[src/source/cache_pkg.sv]
`default_nettype none

package cache_pkg;

    localparam int word_width      = 32;
    localparam int line_width      = 128;
    localparam int words_per_line  = 4;
    localparam int line_count      = 8;
    localparam int tag_width       = 25;
    localparam int index_width     = $clog2(line_count);
    localparam int offset_width    = $clog2(words_per_line);
    localparam int line_addr_width = tag_width + index_width;

    typedef struct packed {
        logic [tag_width-1:0]    tag;
        logic [index_width-1:0]  index;
        logic [offset_width-1:0] offset;
    } cache_view_t;

    typedef struct packed {
        logic [line_addr_width-1:0] line_addr;
        logic [offset_width-1:0]    offset;
    } mem_view_t;

    // one processor word address, split for the cache or for memory
    typedef union packed {
        cache_view_t as_cache;
        mem_view_t   as_mem;
    } word_addr_t;

    typedef logic [words_per_line-1:0][word_width-1:0] line_t; // word 0 in low bits

    typedef enum logic [1:0] {
        IDLE,
        FILL,       // read refill
        WRITE_FILL, // refill ahead of a write
        WRITE_BACK  // line going out to memory
    } state_t;

endpackage

`default_nettype wire

[src/source/cache_line_if.sv]
`default_nettype none

interface cache_line_if;

    cache_pkg::word_addr_t               addr;
    logic                                fill_en;   // install fill_line, set tag and valid
    cache_pkg::line_t                    fill_line;
    logic                                word_en;   // merge word_data at the offset
    logic [cache_pkg::word_width-1:0]    word_data;
    logic                                hit;
    cache_pkg::line_t                    cur_line;  // already merged when word_en

    modport store (
        input  addr,
        input  fill_en,
        input  fill_line,
        input  word_en,
        input  word_data,
        output hit,
        output cur_line
    );

    modport ctrl (
        output addr,
        output fill_en,
        output fill_line,
        output word_en,
        output word_data,
        input  hit,
        input  cur_line
    );

endinterface

`default_nettype wire

[src/source/cache_line_store.sv]
`default_nettype none

module cache_line_store (
    input  logic                             clk,
    input  logic                             proc_reset,
    cache_line_if.store                      line,
    output logic [cache_pkg::word_width-1:0] rdata
);

    logic [cache_pkg::line_count-1:0] valid;
    logic [cache_pkg::tag_width-1:0]  tag_mem  [cache_pkg::line_count];
    cache_pkg::line_t                 data_mem [cache_pkg::line_count];

    logic [cache_pkg::tag_width-1:0]    tag;
    logic [cache_pkg::index_width-1:0]  index;
    logic [cache_pkg::offset_width-1:0] offset;
    cache_pkg::line_t                   stored_line;
    cache_pkg::line_t                   next_line;

    assign tag    = line.addr.as_cache.tag;
    assign index  = line.addr.as_cache.index;
    assign offset = line.addr.as_cache.offset;

    assign stored_line = data_mem[index];
    assign line.hit    = valid[index] && (tag_mem[index] == tag);
    assign rdata       = stored_line[offset];

    // refill line or stored line with the processor word on top
    always_comb
    begin
        next_line = line.fill_en ? line.fill_line : stored_line;
        if (line.word_en)
        begin
            next_line[offset] = line.word_data;
        end
    end

    assign line.cur_line = next_line; // also the write-through data

    always_ff @(posedge clk)
    begin
        if (proc_reset)
        begin
            valid <= '0;
        end
        else if (line.fill_en)
        begin
            valid[index] <= 1'b1;
        end
    end

    always_ff @(posedge clk)
    begin
        if (line.fill_en)
        begin
            tag_mem[index] <= tag;
        end
        if (line.fill_en || line.word_en)
        begin
            data_mem[index] <= next_line;
        end
    end

    // a refill only ever replaces a line that missed
    fill_only_on_miss: assert property (
        @(posedge clk) disable iff (proc_reset)
        line.fill_en |-> !line.hit
    );

endmodule

`default_nettype wire

[src/source/cache_controller.sv]
`default_nettype none

module cache_controller (
    input  logic                                  clk,
    input  logic                                  proc_reset,
    input  logic                                  proc_read,
    input  logic                                  proc_write,
    input  cache_pkg::word_addr_t                 proc_addr,
    input  logic [cache_pkg::word_width-1:0]      proc_wdata,
    input  logic [cache_pkg::word_width-1:0]      store_rdata,
    output logic [cache_pkg::word_width-1:0]      proc_rdata,
    output logic                                  proc_stall,
    output logic                                  mem_read,
    output logic                                  mem_write,
    output logic [cache_pkg::line_addr_width-1:0] mem_addr,
    output cache_pkg::line_t                      mem_wdata,
    input  cache_pkg::line_t                      mem_rdata,
    input  logic                                  mem_ready,
    cache_line_if.ctrl                            line
);

    cache_pkg::state_t state;
    cache_pkg::state_t state_next;
    logic              mem_read_next;
    logic              mem_write_next;
    logic              load_addr;  // new memory request
    logic              load_wdata; // merge edge

    assign line.addr      = proc_addr;
    assign line.fill_line = mem_rdata;
    assign line.word_data = proc_wdata;

    always_comb
    begin
        state_next     = state;
        mem_read_next  = mem_read;
        mem_write_next = mem_write;
        proc_stall     = 1'b0;
        line.fill_en   = 1'b0;
        line.word_en   = 1'b0;
        load_addr      = 1'b0;
        load_wdata     = 1'b0;
        unique case (state)
            cache_pkg::IDLE:
            begin
                if (proc_write)
                begin
                    proc_stall = 1'b1;
                    load_addr  = 1'b1;
                    if (line.hit)
                    begin
                        line.word_en   = 1'b1;
                        load_wdata     = 1'b1;
                        mem_write_next = 1'b1;
                        state_next     = cache_pkg::WRITE_BACK;
                    end
                    else
                    begin
                        mem_read_next = 1'b1;
                        state_next    = cache_pkg::WRITE_FILL;
                    end
                end
                else if (proc_read && !line.hit)
                begin
                    proc_stall    = 1'b1;
                    load_addr     = 1'b1;
                    mem_read_next = 1'b1;
                    state_next    = cache_pkg::FILL;
                end
            end
            cache_pkg::FILL:
            begin
                proc_stall = !mem_ready; // word comes straight from mem_rdata
                if (mem_ready)
                begin
                    line.fill_en  = 1'b1;
                    mem_read_next = 1'b0;
                    state_next    = cache_pkg::IDLE;
                end
            end
            cache_pkg::WRITE_FILL:
            begin
                proc_stall = 1'b1;
                if (mem_ready)
                begin
                    line.fill_en   = 1'b1;
                    line.word_en   = 1'b1;
                    load_wdata     = 1'b1;
                    mem_read_next  = 1'b0;
                    mem_write_next = 1'b1;
                    state_next     = cache_pkg::WRITE_BACK;
                end
            end
            cache_pkg::WRITE_BACK:
            begin
                proc_stall = !mem_ready;
                if (mem_ready)
                begin
                    mem_write_next = 1'b0;
                    state_next     = cache_pkg::IDLE;
                end
            end
        endcase
    end

    assign proc_rdata = (state == cache_pkg::FILL) ? mem_rdata[proc_addr.as_mem.offset]
                                                   : store_rdata;

    always_ff @(posedge clk)
    begin
        if (proc_reset)
        begin
            state     <= cache_pkg::IDLE;
            mem_read  <= 1'b0;
            mem_write <= 1'b0;
        end
        else
        begin
            state     <= state_next;
            mem_read  <= mem_read_next;
            mem_write <= mem_write_next;
        end
    end

    always_ff @(posedge clk)
    begin
        if (load_addr)
        begin
            mem_addr <= proc_addr.as_mem.line_addr; // held for the whole transfer
        end
        if (load_wdata)
        begin
            mem_wdata <= line.cur_line;
        end
    end

    mem_read_write_exclusive: assert property (
        @(posedge clk) disable iff (proc_reset)
        !(mem_read && mem_write)
    );

    mem_addr_held_while_waiting: assert property (
        @(posedge clk) disable iff (proc_reset)
        ((mem_read || mem_write) && !mem_ready) |=> $stable(mem_addr)
    );

endmodule

`default_nettype wire

[src/source/cache_top.sv]
`default_nettype none

module cache_top (
    input  logic                                       clk,
    input  logic                                       proc_reset,
    input  logic                                       proc_read,
    input  logic                                       proc_write,
    input  logic [$bits(cache_pkg::word_addr_t)-1:0]   proc_addr,
    input  logic [cache_pkg::word_width-1:0]           proc_wdata,
    output logic [cache_pkg::word_width-1:0]           proc_rdata,
    output logic                                       proc_stall,
    output logic                                       mem_read,
    output logic                                       mem_write,
    output logic [cache_pkg::line_addr_width-1:0]      mem_addr,
    output logic [cache_pkg::line_width-1:0]           mem_wdata,
    input  logic [cache_pkg::line_width-1:0]           mem_rdata,
    input  logic                                       mem_ready
);

    logic [cache_pkg::word_width-1:0] store_rdata;

    cache_line_if i_line_if ();

    cache_controller i_cache_controller (
        .clk         (clk),
        .proc_reset  (proc_reset),
        .proc_read   (proc_read),
        .proc_write  (proc_write),
        .proc_addr   (proc_addr),
        .proc_wdata  (proc_wdata),
        .store_rdata (store_rdata),
        .proc_rdata  (proc_rdata),
        .proc_stall  (proc_stall),
        .mem_read    (mem_read),
        .mem_write   (mem_write),
        .mem_addr    (mem_addr),
        .mem_wdata   (mem_wdata),
        .mem_rdata   (mem_rdata),
        .mem_ready   (mem_ready),
        .line        (i_line_if.ctrl)
    );

    cache_line_store i_cache_line_store (
        .clk        (clk),
        .proc_reset (proc_reset),
        .line       (i_line_if.store),
        .rdata      (store_rdata)
    );

endmodule

`default_nettype wire

[config.mk]
export PLATFORM = sky130hd
export DESIGN_NAME = cache_top
export DESIGN_NICKNAME = d
export VERILOG_FILES = /design/src/source/cache_pkg.sv /design/src/source/cache_line_if.sv /design/src/source/cache_line_store.sv /design/src/source/cache_controller.sv /design/src/source/cache_top.sv
export SDC_FILE = /design/constraint.sdc
export NUM_CORES = 1
export LEC_CHECK = 0
export BUFFER_PORTS_ARGS = -buffer_cell sky130_fd_sc_hd__buf_2
export CORE_ASPECT_RATIO = 1.4
export CORE_MARGIN = 4
export CORE_UTILIZATION = 32
export DETAILED_ROUTE_END_ITERATION = 12
export GPL_ROUTABILITY_DRIVEN = 0
export PLACE_DENSITY = 0.59
export SLEW_MARGIN = 20
export SYNTH_ARGS = -nofsm -noshare
export SYNTH_HDL_FRONTEND = slang
export SYNTH_SLANG_ARGS = --single-unit
[constraint.sdc]
create_clock -name clk -period 18.15 [get_ports clk]
set_input_delay 0.9075 -clock clk [delete_from_list [all_inputs] [get_ports clk]]
set_output_delay 0.9075 -clock clk [all_outputs]
set_load 0.03 [all_outputs]
==> metrics <==
site row count=180; first-pass GRT wire length=236 mm; final instance area=65100 sq um; clk_lat worst skew=780 ps; RSZ-0062 raised after global routing=no; Avg Synthesized Cell Area=18.5 sq um; Max-slew headroom=23.9%; pwr dens=132 nW/um^2; GRT Total Usage=18.0%; Total Wirelength=168 mm; CP Capture Type=output pin; DRC=0; largest net degree at the start of global routing=129; final antenna-violating net count=0; status=complete, no violations; CTS Sinks=1392; final critical-path required period=6810 ps; Die Area=181000 sq um; H-tree depth=4; Worst-Margin Slew=1140 ps; Port Buffer Count=385; register bit count reported by yosys=1392; Critical Path Start Type=primary input; yosys warns=0; Starting DRT DRC Count=3653; storage element area=41700 sq um; Final setup violation count=0; WS Path Type=in2out; setup TNS=0 ps; critical path arrival=5900 ps; Via density=5.46; CTS buffer count=147; CTS tree=built; antenna violations before repair=27; drt wl/cell=28.9 um; Min Hold Slack=475 ps; clk buf depth=3; number of synthesized flops with an enable pin=1380; Core ar.=173000 sq um; mapped cell area=55700 sq um; GRT overflow=0; Die Wd=361 um; routed via count=31700; most common cell after layout, fill and taps aside=edfxtp_1; dominant synthesized flop cell=edfxtp_1; hpwl dp=98.1 mm; maximum vdd drop=97.4 uV; Pins Over Slew Limit=0; Fill cells=15900; Max-Cap Viols=0; area share of the largest cell type after synthesis=74.4%; # IOs=386; fin nets=3604; Hold Fails Final Rpt=0; Initial Utilization=32.3%; Layout Skew=34.6 ps; DIE HEIGHT=502 um; P&R area growth vs syn=16.9%; root buffer cell=clkbuf_16; top cells by area, synth=edfxtp_1, mux4_2, mux2_2; Seq/Total Area, Yosys=74.8%; vias in the first global route=30800; PostCTS Resize Cnt=0; layout cells sized above 1=31.4%; fin crit share=37.5%; Mapped Cells=3004; placed cell area=60300 sq um; Max Fclk=147 MHz; Reg clk slew, reported paths=60 ps; multi-input logic area=13300 sq um; syn nets=3203; crit path max fanout=50; DRT Pass-1 Iters=5; Cell variety after synth=64; most frequent cells in the layout=edfxtp_1, buf_2, a22oi_1; leakage power=0.0216 uW; asr flop ratio synth=0%; Worst Path Required=17240 ps; CTS Hold Buffers Added=0; min-delay worst type=in2reg; Yosys top cell by area=edfxtp_1; Setup Fix Bufs, Post-CTS=0
[power by group]
group	leakage [uW]	switching (uW)	total [uW]	internal, uW
clock network	0.00233	1250	2980	1730
registers	0.0126	70.7	4120	4050
logic	0.00666	1060	1520	465
total	0.0216	2380	8620	6240
[area by class of cell]
type	instances	area share [%]
tap	2275	4.37
clock inverter	93	1.45
multi-input combinational	1412	20.4
sequential	1392	64.0
clock buffer	165	5.85
timing repair buffer	437	3.74
antenna	10	0.0384
inverter	15	0.0884
[through the flow]
stage | util [%] | power [uW] | setup slack [ps] | instances
detailed placement | 35.0 | 5710 | 10700 | 5531
floorplan | - | 5130 | 5330 | 3004
global route | 37.7 | 8920 | 11190 | 5791
finish | 37.7 | 8620 | 11340 | 5799
global placement | 35.0 | 5690 | 10730 | 5531
CTS | 37.7 | 8680 | 11410 | 5789
[final timing paths]
| path | start | to | slack [ps] | depth (start not counted) |
|---|---|---|---|---|
| setup / recovery | proc_addr[2] | proc_rdata[25] | 11340 | 13 |
| hold / removal | proc_addr[20] | i_cache_line_store.tag_mem[0][15]$_DFFE_PP_ | 480 | 1 |
| setup reg to reg | i_cache_line_store.tag_mem[7][21]$_DFFE_PP_ | i_cache_controller.mem_wdata[55]$_DFFE_PN_ | 12880 | 10 |
| hold reg to reg | i_cache_line_store.valid[4]$_SDFFE_PP0P_ | i_cache_line_store.valid[4]$_SDFFE_PP0P_ | 480 | 2 |
[cell usage after synthesis (all sizes together), types with 4 or more instances]
library cell  count
a21oi            55
o221ai            9
and4              4
a22oi           257
o211ai            7
nor3             11
nor2b            11
a222oi            8
buf              65
nand2            53
a221oi           70
dfxtp            12
o22ai            13
a31oi             8
nand4            40
a22o             37
nand2b            4
clkbuf          120
xnor2             6
mux2            317
edfxtp         1380
or3              10
and2              6
mux2i            83
nand3            55
o21ai            41
xor2              6
nor4              5
inv              14
ha                4
nor2            132
a211oi            7
mux4            111
a221o            16
[registers in the layout, summed over array words and instances (netlist names)]
signal / flops
i_cache_line_store.data_mem: 1024
i_cache_line_store.tag_mem: 200
i_cache_controller.mem_wdata: 128
i_cache_controller.mem_addr: 28
i_cache_line_store.valid: 8
i_cache_controller.state: 2
i_cache_controller.mem_read: 1
i_cache_controller.mem_write: 1
[logic make-up after synthesis]
logic type	count (synthesis)	synth area share, %
flops	1392	74.8
compound gates	542	7.32
mux	511	13.0
simple gates	343	2.96
buf+inv	200	1.63
xor+xnor	12	0.189
fa+ha+maj	4	0.0899
[critical path, cell delays in order]
cell and delay [ps]:
buf_6 370, buf_4 520, buf_4 600, nand2b_1 320, nor2_4 150, buf_4 610, buf_4 800, a22oi_1 250
nand2_1 190, mux4_2 280, nor2_1 50, nor2_1 280, buf_2 270
[layer usage]
layer | wire length [um] | track usage [%] | up-vias
li1 | - | - | 13200
met5 | 47 | 0 | -
met4 | 3160 | 4.12 | 8
met1 | 73400 | 26.3 | 16700
met2 | 75700 | 27.3 | 1521
met3 | 15500 | 4.14 | 184
Power figures use the tool's default switching activity.
